<file path="src/source/quarter_sine.svh">
/*
  Quarter-wave sine magnitudes, entry i = round(32767 * sin(i * pi / 128)).
  Entry 0 is zero so the output crosses zero at phase 0 and at the half.
  Included inside a module scope that has opl3_pkg imported.
*/
`ifndef QUARTER_SINE_SVH
`define QUARTER_SINE_SVH

localparam int QUARTER_SINE_BITS = 6;

localparam logic [SAMPLE_WIDTH-2:0] QUARTER_SINE [2**QUARTER_SINE_BITS] = '{
    15'd0,
    15'd804,
    15'd1608,
    15'd2410,
    15'd3212,
    15'd4011,
    15'd4808,
    15'd5602,
    15'd6393,
    15'd7179,
    15'd7962,
    15'd8739,
    15'd9512,
    15'd10278,
    15'd11039,
    15'd11793,
    15'd12539,
    15'd13278,
    15'd14010,
    15'd14732,
    15'd15446,
    15'd16151,
    15'd16846,
    15'd17530,
    15'd18204,
    15'd18867,
    15'd19519,
    15'd20159,
    15'd20787,
    15'd21402,
    15'd22005,
    15'd22594,
    15'd23170,
    15'd23731,
    15'd24279,
    15'd24811,
    15'd25329,
    15'd25832,
    15'd26319,
    15'd26790,
    15'd27245,
    15'd27683,
    15'd28105,
    15'd28510,
    15'd28898,
    15'd29268,
    15'd29621,
    15'd29956,
    15'd30273,
    15'd30571,
    15'd30852,
    15'd31113,
    15'd31356,
    15'd31580,
    15'd31785,
    15'd31971,
    15'd32137,
    15'd32285,
    15'd32412,
    15'd32521,
    15'd32609,
    15'd32678,
    15'd32728,
    15'd32757
};

`endif
</file>
<file path="src/source/opl3_pkg.sv">
/*
  Shared widths and types for the single-voice FM tone slice.
  Attenuation runs linearly from 0 (full level) to 511 (silence).
*/
`default_nettype none

package opl3_pkg;

    localparam int FNUM_WIDTH     = 10;
    localparam int MULT_WIDTH     = 4;
    localparam int BLOCK_WIDTH    = 3;
    localparam int ENV_WIDTH      = 9;
    localparam int PHASE_WIDTH    = 20;
    localparam int SAMPLE_WIDTH   = 16;
    localparam int REG_DATA_WIDTH = 10;

    // register addresses seen on the host write port
    typedef enum logic [2:0] {
        REG_FNUM,
        REG_MULT,
        REG_BLOCK,
        REG_ENV,
        REG_KEY
    } reg_addr_t;

    // one register write, held stable by the host while req is high
    typedef struct packed {
        reg_addr_t                 addr;
        logic [REG_DATA_WIDTH-1:0] data;
    } reg_write_t;

    typedef struct packed {
        logic [FNUM_WIDTH-1:0]  fnum;
        logic [MULT_WIDTH-1:0]  mult;
        logic [BLOCK_WIDTH-1:0] block;
        logic [ENV_WIDTH-1:0]   env;
        logic                   key_on;
    } voice_t;

endpackage

`default_nettype wire

</file>
<file path="src/source/opl3_tone_top.sv">
/*
  Single FM voice: register port, phase accumulator, sine operator, I2S out.
  CLK_FREQ / SAMPLE_FREQ sets the I2S frame length and must suit i2s_tx.
*/
`timescale 1ns/100ps
`default_nettype none

module opl3_tone_top
    import opl3_pkg::*;
#(
    parameter int CLK_FREQ    = 12288000,
    parameter int SAMPLE_FREQ = 48000
) (
    input  wire        clk,
    input  wire        rst_n,
    input  wire        req,
    input  reg_write_t wr,
    output logic       ack,
    output logic       sclk,
    output logic       ws,
    output logic       sd
);
    localparam int FRAME_CLKS = CLK_FREQ / SAMPLE_FREQ;

    logic                           sample_en;
    voice_t                         voice;
    logic        [PHASE_WIDTH-1:0]  phase;
    logic                           phase_valid;
    logic signed [SAMPLE_WIDTH-1:0] sample;
    logic                           sample_valid;

    clk_div #(
        .INPUT_CLK_FREQ    (CLK_FREQ),
        .OUTPUT_CLK_EN_FREQ(SAMPLE_FREQ)
    ) i_clk_div (
        .clk   (clk),
        .rst_n (rst_n),
        .clk_en(sample_en)
    );

    tone_regs i_tone_regs (
        .clk  (clk),
        .rst_n(rst_n),
        .req  (req),
        .wr   (wr),
        .ack  (ack),
        .voice(voice)
    );

    phase_gen i_phase_gen (
        .clk        (clk),
        .rst_n      (rst_n),
        .sample_en  (sample_en),
        .voice      (voice),
        .phase      (phase),
        .phase_valid(phase_valid)
    );

    operator_out i_operator_out (
        .clk         (clk),
        .rst_n       (rst_n),
        .phase_en    (phase_valid),
        .phase       (phase),
        .env         (voice.env),
        .sample      (sample),
        .sample_valid(sample_valid)
    );

    i2s_tx #(
        .FRAME_CLKS(FRAME_CLKS)
    ) i_i2s_tx (
        .clk         (clk),
        .rst_n       (rst_n),
        .sample      (sample),
        .sample_valid(sample_valid),
        .sclk        (sclk),
        .ws          (ws),
        .sd          (sd)
    );

endmodule

`default_nettype wire

</file>
<file path="src/source/i2s_tx.sv">
/*
  I2S sender, sclk = clk/2, same sample on left and right. FRAME_CLKS must be
  a multiple of 4 and at least 4 * (SAMPLE_WIDTH + 1) so a word fits its slot.
  Without a new sample_valid the frame ends and all outputs go low.
*/
`timescale 1ns/100ps
`default_nettype none

module i2s_tx
    import opl3_pkg::*;
#(
    parameter int FRAME_CLKS = 256
) (
    input  wire                           clk,
    input  wire                           rst_n,
    input  wire signed [SAMPLE_WIDTH-1:0] sample,
    input  wire                           sample_valid,
    output logic                          sclk,
    output logic                          ws,
    output logic                          sd
);
    localparam int HALF_CLKS  = FRAME_CLKS / 2;
    localparam int CNT_WIDTH  = $clog2(FRAME_CLKS);
    localparam int WORD_WIDTH = 2 * SAMPLE_WIDTH;

    logic [CNT_WIDTH-1:0]  cnt;
    logic [CNT_WIDTH-1:0]  cnt_next;
    logic [CNT_WIDTH-1:0]  slot_cnt;
    logic [CNT_WIDTH-2:0]  bit_idx;
    logic                  active;
    logic                  active_next;
    logic                  right_next;
    logic                  data_slot;
    logic [WORD_WIDTH-1:0] shreg;

    always_comb begin
        cnt_next    = cnt;
        active_next = active;
        if (sample_valid) begin
            cnt_next    = '0;
            active_next = 1'b1;
        end else if (active && cnt == CNT_WIDTH'(FRAME_CLKS - 1)) begin
            cnt_next    = '0;
            active_next = 1'b0;
        end else if (active) begin
            cnt_next = cnt + 1'b1;
        end
        right_next = (cnt_next >= CNT_WIDTH'(HALF_CLKS));
        slot_cnt   = right_next ? cnt_next - CNT_WIDTH'(HALF_CLKS) : cnt_next;
        // data occupies sclk periods 1 to SAMPLE_WIDTH after each ws edge
        bit_idx    = slot_cnt[CNT_WIDTH-1:1];
        data_slot  = active_next && (bit_idx != '0) &&
                     (bit_idx <= (CNT_WIDTH-1)'(SAMPLE_WIDTH));
    end

    // even counts are the falling edge of sclk, where sd and ws move
    always_ff @(posedge clk or negedge rst_n) begin
        if (!rst_n) begin
            cnt    <= '0;
            active <= 1'b0;
            sclk   <= 1'b0;
            ws     <= 1'b0;
            sd     <= 1'b0;
        end else begin
            cnt    <= cnt_next;
            active <= active_next;
            sclk   <= active_next & cnt_next[0];
            ws     <= active_next & right_next;
            if (!cnt_next[0])
                sd <= data_slot & shreg[WORD_WIDTH-1];
        end
    end

    always_ff @(posedge clk) begin
        if (sample_valid)
            shreg <= {sample, sample};
        else if (data_slot && !cnt_next[0])
            shreg <= shreg << 1;
    end

endmodule

`default_nettype wire

</file>
<file path="src/source/operator_out.sv">
/*
  Sine lookup and linear attenuation, two cycles from phase_en to
  sample_valid. A new phase may be presented on every cycle.
*/
`timescale 1ns/100ps
`default_nettype none

module operator_out
    import opl3_pkg::*;
(
    input  wire                            clk,
    input  wire                            rst_n,
    input  wire                            phase_en,
    input  wire        [PHASE_WIDTH-1:0]   phase,
    input  wire        [ENV_WIDTH-1:0]     env,
    output logic signed [SAMPLE_WIDTH-1:0] sample,
    output logic                           sample_valid
);
    `include "quarter_sine.svh"

    logic [QUARTER_SINE_BITS-1:0]        idx;
    logic [SAMPLE_WIDTH-2:0]             mag_q;
    logic                                neg_q;
    logic [ENV_WIDTH-1:0]                level_q;
    logic                                stage1_valid;
    logic [SAMPLE_WIDTH+ENV_WIDTH-2:0]   product;
    logic [SAMPLE_WIDTH-2:0]             scaled;

    // bit 18 selects the falling quarter, where the table is read backwards
    always_comb begin
        idx = phase[PHASE_WIDTH-3 -: QUARTER_SINE_BITS];
        if (phase[PHASE_WIDTH-2])
            idx = ~idx;
    end

    // level is 511 - env, which for a 9 bit field is its complement
    always_ff @(posedge clk) begin
        mag_q   <= QUARTER_SINE[idx];
        neg_q   <= phase[PHASE_WIDTH-1];
        level_q <= ~env;
    end

    always_comb begin
        product = mag_q * level_q;
        scaled  = product[SAMPLE_WIDTH+ENV_WIDTH-2:ENV_WIDTH];
    end

    always_ff @(posedge clk) begin
        if (neg_q)
            sample <= -$signed({1'b0, scaled});
        else
            sample <= $signed({1'b0, scaled});
    end

    always_ff @(posedge clk or negedge rst_n) begin
        if (!rst_n) begin
            stage1_valid <= 1'b0;
            sample_valid <= 1'b0;
        end else begin
            stage1_valid <= phase_en;
            sample_valid <= stage1_valid;
        end
    end

endmodule

`default_nettype wire

</file>
<file path="src/source/phase_gen.sv">
/*
  Phase accumulator. Step = (fnum * mult) << block >> 1, where mult 0
  counts as one half. Register changes are picked up on the next sample_en.
*/
`timescale 1ns/100ps
`default_nettype none

module phase_gen
    import opl3_pkg::*;
(
    input  wire                    clk,
    input  wire                    rst_n,
    input  wire                    sample_en,
    input  voice_t                 voice,
    output logic [PHASE_WIDTH-1:0] phase,
    output logic                   phase_valid
);
    localparam int SHIFT_WIDTH = FNUM_WIDTH + MULT_WIDTH + 2**BLOCK_WIDTH;

    logic [MULT_WIDTH:0]            mult_x2;
    logic [FNUM_WIDTH+MULT_WIDTH:0] fnum_mult;
    logic [SHIFT_WIDTH-1:0]         shifted;
    logic [PHASE_WIDTH-1:0]         step;

    // mult is doubled so that the half step of mult 0 stays an integer,
    // the extra factor of two comes back out in the final shift
    always_comb begin
        mult_x2   = (voice.mult == '0) ? (MULT_WIDTH+1)'(1) : {voice.mult, 1'b0};
        fnum_mult = voice.fnum * mult_x2;
        shifted   = SHIFT_WIDTH'(fnum_mult) << voice.block;
        step      = PHASE_WIDTH'(shifted >> 2);
    end

    always_ff @(posedge clk or negedge rst_n) begin
        if (!rst_n) begin
            phase       <= '0;
            phase_valid <= 1'b0;
        end else begin
            phase_valid <= sample_en;
            if (sample_en)
                phase <= voice.key_on ? phase + step : '0;
        end
    end

endmodule

`default_nettype wire

</file>
<file path="src/source/tone_regs.sv">
/*
  Voice register file behind a four-phase req/ack port. req may come from
  another clock domain; wr must be stable while req is high.
*/
`timescale 1ns/100ps
`default_nettype none

module tone_regs
    import opl3_pkg::*;
(
    input  wire        clk,
    input  wire        rst_n,
    input  wire        req,
    input  reg_write_t wr,
    output logic       ack,
    output voice_t     voice
);
    logic req_meta;
    logic req_sync;

    // ack simply follows the synchronized req one cycle later, and the
    // write is captured on the single cycle where req_sync leads ack
    always_ff @(posedge clk or negedge rst_n) begin
        if (!rst_n) begin
            req_meta     <= 1'b0;
            req_sync     <= 1'b0;
            ack          <= 1'b0;
            voice.fnum   <= '0;
            voice.mult   <= MULT_WIDTH'(1);
            voice.block  <= '0;
            voice.env    <= '1;
            voice.key_on <= 1'b0;
        end else begin
            req_meta <= req;
            req_sync <= req_meta;
            ack      <= req_sync;
            if (req_sync && !ack) begin
                case (wr.addr)
                    REG_FNUM:  voice.fnum   <= wr.data[FNUM_WIDTH-1:0];
                    REG_MULT:  voice.mult   <= wr.data[MULT_WIDTH-1:0];
                    REG_BLOCK: voice.block  <= wr.data[BLOCK_WIDTH-1:0];
                    REG_ENV:   voice.env    <= wr.data[ENV_WIDTH-1:0];
                    REG_KEY:   voice.key_on <= wr.data[0];
                    // unknown addresses are dropped but still acknowledged
                    default: begin
                    end
                endcase
            end
        end
    end

endmodule

`default_nettype wire

</file>
<file path="src/source/clk_div.sv">
/*
  Clock-enable divider. The ratio INPUT_CLK_FREQ / OUTPUT_CLK_EN_FREQ is
  truncated to an integer and must be at least 2.
*/
`timescale 1ns/100ps
`default_nettype none

module clk_div #(
    parameter int INPUT_CLK_FREQ     = 12288000,
    parameter int OUTPUT_CLK_EN_FREQ = 48000
) (
    input  wire  clk,
    input  wire  rst_n,
    output logic clk_en
);
    localparam int DIVIDE    = INPUT_CLK_FREQ / OUTPUT_CLK_EN_FREQ;
    localparam int CNT_WIDTH = $clog2(DIVIDE);

    logic [CNT_WIDTH-1:0] count;

    // clk_en is high in the cycle after the counter hits its last value
    always_ff @(posedge clk or negedge rst_n) begin
        if (!rst_n) begin
            count  <= '0;
            clk_en <= 1'b0;
        end else begin
            clk_en <= (count == CNT_WIDTH'(DIVIDE - 1));
            if (count == CNT_WIDTH'(DIVIDE - 1))
                count <= '0;
            else
                count <= count + 1'b1;
        end
    end

endmodule

`default_nettype wire

</file>
<file path="config.mk">
export PLATFORM = sky130hd
export DESIGN_NAME = opl3_tone_top
export DESIGN_NICKNAME = d
export VERILOG_FILES = /design/src/source/opl3_pkg.sv /design/src/source/opl3_tone_top.sv /design/src/source/i2s_tx.sv /design/src/source/operator_out.sv /design/src/source/phase_gen.sv /design/src/source/tone_regs.sv /design/src/source/clk_div.sv
export VERILOG_INCLUDE_DIRS = /design/src /design/src/source
export SDC_FILE = /design/constraint.sdc
export NUM_CORES = 1
export LEC_CHECK = 0
export BUFFER_PORTS_ARGS = -buffer_cell sky130_fd_sc_hd__buf_2
export CAP_MARGIN = 20
export CORE_MARGIN = 2
export CORE_UTILIZATION = 59
export DETAILED_ROUTE_END_ITERATION = 12
export MAX_ROUTING_LAYER = met4
export PLACE_DENSITY = 0.9
export SLEW_MARGIN = 20
export SYNTH_ARGS = -nofsm -noshare
export SYNTH_HDL_FRONTEND = slang
export SYNTH_SLANG_ARGS = --single-unit
</file>
<file path="constraint.sdc">
create_clock -name clk -period 6.4 [get_ports clk]
set_input_delay 1.6 -clock clk [delete_from_list [all_inputs] [get_ports clk]]
set_output_delay 1.6 -clock clk [all_outputs]
set_load 0.02 [all_outputs]
</file>
==> results.yml <==
outcome:
  status: "complete, no violations"
power:
  ir_drop_uv: 215
  cellLeakagePower_nw: 7.18
  p_per_area_nw_per_um2: 245
clock_network:
  clock_latency_ns: 0.45
  cts_buffer_depth: 2
  clock_sinks: 147
  cts-root-buf: "clkbuf_16"
  cts_tree: "yes"
  cts_max_level: 4
  cts.clk_slew.worst_paths_ns: 0.07
  cts_hold_buf: 0
  numCtsBuffers: 17
layout:
  multi_input_area_um2: 9420
  register_area_um2: 3650
  fin_cells: 1921
  nets: 1815
  layout-drive-gt1-share_pct: 11.1
  post-route-util_pct: 64.8
  diodes: 0
  fillers: 1823
  syn_to_final_growth_pct: 8.29
grt:
  grt_max_degree: 75
  antenna_found_initial: 0
  grt_pass1_vias: 11100
  grt_first_pass_wirelength_mm: 52.9
  track_usage_pct: 27.1
  overflow: 0
synthesis:
  netlist_top_cells_area: "fa_1, dfrtp_1, ha_1"
  synth_largest_area_cell: "fa_1"
  yosysWarnings: 0
  synth_cell_types: 78
  postSynth.asyncResetShare_pct: 50.3
  synth_fp_nets: 1826
  yosysSeqAreaShare_pct: 26.0
  synth_top_family_by_area: "adder cells"
  synthMuxAreaShare_pct: 3.49
  synth_xor_xnor_area_share_pct: 5.13
  synth_edf_count: 32
  synth_compound_area_share_pct: 15.8
  syn_avg_cell_area_um2: 8.75
  syn-cell-area_um2: 14000
  synthCells: 1600
  synth-simple-area-share_pct: 16.8
  synthAdderAreaFrac_pct: 25.0
  ys_seq_elements: 147
  synth_top_area_share_pct: 16.6
  synthFlopType: "dfrtp_1"
sta:
  fin_crit_ns: 6.21
  fin_hold_ws_ns: 0.339
  timing.final.crit_share_pct: 97.0
  hold_viol: 0
  final-max-slew-violation-count: 0
  finClkSkew_ns: 0.0116
  rsz0062_at_grt: "yes"
  setup_viol: 0
  slew_headroom_pct: 35.6
  worst_slew_pin_slew_ns: 0.966
  max_freq_ghz: 0.161
worst_setup_path:
  end_kind: "register"
  start_kind: "register"
  setup.worst_path.class: "reg2reg"
  critPathMaxFanout: 6
  arrival_ns: 6.52
  crit-reg2reg-launch: "i_tone_regs.voice[20]$_DFFE_PN0P_"
  r2r_slack_ns: 0.19
  required_ns: 6.71
  reg2reg_to: "i_phase_gen.phase[19]$_DFFE_PN0P_"
  reg2reg_depth: 25
hold_path:
  hold_end: "i_operator_out.sample_valid$_DFF_PN0_"
  worstHoldStart: "i_operator_out.stage1_valid$_DFF_PN0_"
  hp-class: "reg2reg"
  hold-path-cell-count: 0
run:
  max_cap_violations: 0
routing:
  wl_per_cell_um: 16.8
  drt_iter0_markers: 1254
  wirelength_mm: 32.3
  drt-vias-per-instance: 5.91
  route.detailed.drc: 0
  ant_nets: 0
  first_pass_iters: 6
  dr_total_vias: 11400
die:
  coreArea_um2: 23400
  core.rowCount: 56
  dieArea_um2: 25000
  initial_core_util_pct: 59.8
  pin_count: 20
  chipHeight_um: 158
  die_x_um: 158
placement:
  placed_cells: 1873
  place_hpwl_mm: 23.2
  port-buffer-count: 19
  routabilityCongestion: 0.922
## layout by cell type, fill, tap and decap left out, types with 10 or more instances in the layout
master	count
o21ai_1	10
nor2_1	79
a21oi_1	67
nand2_1	199
xor2_1	34
nand3_1	38
dfrtp_1	60
and3_1	12
nor3_1	16
o21ai_0	97
xnor2_1	43
edfxtp_1	32
dfxtp_1	41
a31oi_1	18
o22ai_1	20
mux2i_1	13
buf_4	37
a211oi_1	16
fa_1	116
dfstp_2	10
a21o_1	18
ha_1	87
clkbuf_16	17
and2_1	91
inv_1	195
o211ai_1	17
buf_2	18
mux2_2	31
nand4_1	11
## routing by layer
layer,wire length (µm),global-route usage (%)
met5,0,-
met4,1130,10.3
met3,2010,5.53
met2,16000,44.9
met1,13100,32.8
## registers in the layout (all words and copies together), names as in the netlist, 8 cells and up
signal / cells
i_operator_out.mag_q: 15
i_operator_out.sample: 16
i_operator_out.level_q: 9
i_i2s_tx.cnt: 8
i_i2s_tx.shreg: 32
i_phase_gen.phase: 20
i_clk_div.count: 8
i_tone_regs.voice: 27
## synthesized netlist by cell type, types with 7 or more instances
| cell | n |
|---|---|
| o21bai_1 | 7 |
| dfstp_2 | 10 |
| o311ai_0 | 7 |
| o21ai_0 | 105 |
| a31oi_1 | 18 |
| and3_1 | 12 |
| xor2_1 | 35 |
| nor3_1 | 17 |
| o31ai_1 | 8 |
| nand2_1 | 199 |
| inv_1 | 195 |
| a21o_1 | 18 |
| a211oi_1 | 17 |
| dfrtp_1 | 64 |
| o22ai_1 | 20 |
| mux2i_1 | 14 |
| clkbuf_1 | 81 |
| and2_1 | 91 |
| mux2_2 | 31 |
| nor2b_1 | 7 |
| xnor2_1 | 47 |
| nor2_1 | 79 |
| edfxtp_1 | 32 |
| a221oi_1 | 7 |
| a21oi_1 | 69 |
| o211ai_1 | 17 |
| fa_1 | 116 |
| nand4_1 | 11 |
| dfxtp_1 | 41 |
| ha_1 | 94 |
| nand3_1 | 38 |
## how the worst max path moves through the flow
| stage | endpoint | start | slack [ns] | cells past startpoint |
|---|---|---|---|---|
| after floorplan | i_phase_gen.phase[19]$_DFFE_PN0P_ | i_tone_regs.voice[16]$_DFFE_PN0P_ | 0.38 | 26 |
| after CTS | i_phase_gen.phase[19]$_DFFE_PN0P_ | i_tone_regs.voice[16]$_DFFE_PN0P_ | 0.05 | 24 |
| final | i_phase_gen.phase[19]$_DFFE_PN0P_ | i_tone_regs.voice[20]$_DFFE_PN0P_ | 0.19 | 25 |
| after global routing | i_phase_gen.phase[19]$_DFFE_PN0P_ | i_tone_regs.voice[14]$_DFFE_PN0P_ | -0.18 | 27 |
| after global placement | i_phase_gen.phase[19]$_DFFE_PN0P_ | i_tone_regs.voice[16]$_DFFE_PN0P_ | 0.19 | 24 |
| after detailed placement | i_phase_gen.phase[19]$_DFFE_PN0P_ | i_tone_regs.voice[16]$_DFFE_PN0P_ | -0.05 | 23 |
## repair_timing
| action | 4_1_cts | 5_1_grt |
|---|---|---|
| gates resized for setup | 4 | 24 |
| setup endpoints to repair | 1 | 6 |
| pin swaps | 0 | 12 |
| setup buffers | 0 | 16 |
## cell families after synthesis
logic type / Yosys count
xor gates and xnor gates: 82
muxes: 45
buffers and inverters: 284
and+or+nand+nor: 490
adders and majority gates: 210
DFF: 147
AOI/OAI and AO/OA: 342
## critical path, cell delays in order (launching register included)
cell and delay (ns):
dfrtp_2 0.44, and2_1 0.21, fa_1 0.53, fa_1 0.56, inv_1 0.06, fa_1 0.54
inv_1 0.07, ha_4 0.28, inv_1 0.05, o21a_1 0.20, o21ai_1 0.18, a31oi_1 0.12
xnor2_1 0.16, mux2_2 0.31, o221ai_1 0.17, o21ai_1 0.11, ha_1 0.37, o2111ai_1 0.10
a21oi_1 0.06, a221o_1 0.31, a21o_1 0.23, a21oi_2 0.16, o211ai_1 0.13, a21o_1 0.20
nand3_1 0.08, or3b_2 0.43
## stage by stage
step | setup TNS (ns) | worst slack, ns | cell area, µm² | power [mW]
4_1_cts | 0 | 0.0518 | 14900 | 3.50
3_3_place_gp | 0 | 0.187 | 14400 | 2.46
5_1_grt | -0.189 | -0.182 | 15200 | 3.93
3_5_place_dp | -0.0547 | -0.0547 | 14400 | 2.52
2_1_floorplan | 0 | 0.379 | 14000 | 2.20
6_report | 0 | 0.190 | 15200 | 3.71
## where the power goes
| part | total [mW] | switching, mW | internal [mW] |
|---|---|---|---|
| combinational | 1.60 | 0.910 | 0.694 |
| clock | 0.974 | 0.460 | 0.514 |
| sequential | 1.13 | 0.116 | 1.02 |
| total | 3.71 | 1.49 | 2.22 |
## layout make-up
type                            count  area share [%]
Sequential cell                   147            24.1
Clock buffer                       17            2.81
Clock inverter                     15           0.908
Inverter                          197            4.88
Timing Repair Buffer               57            2.59
Tap cell                          319            2.63
Multi-Input combinational cell   1169            62.1
No activity file was read; power rests on OpenSTA's default activity.
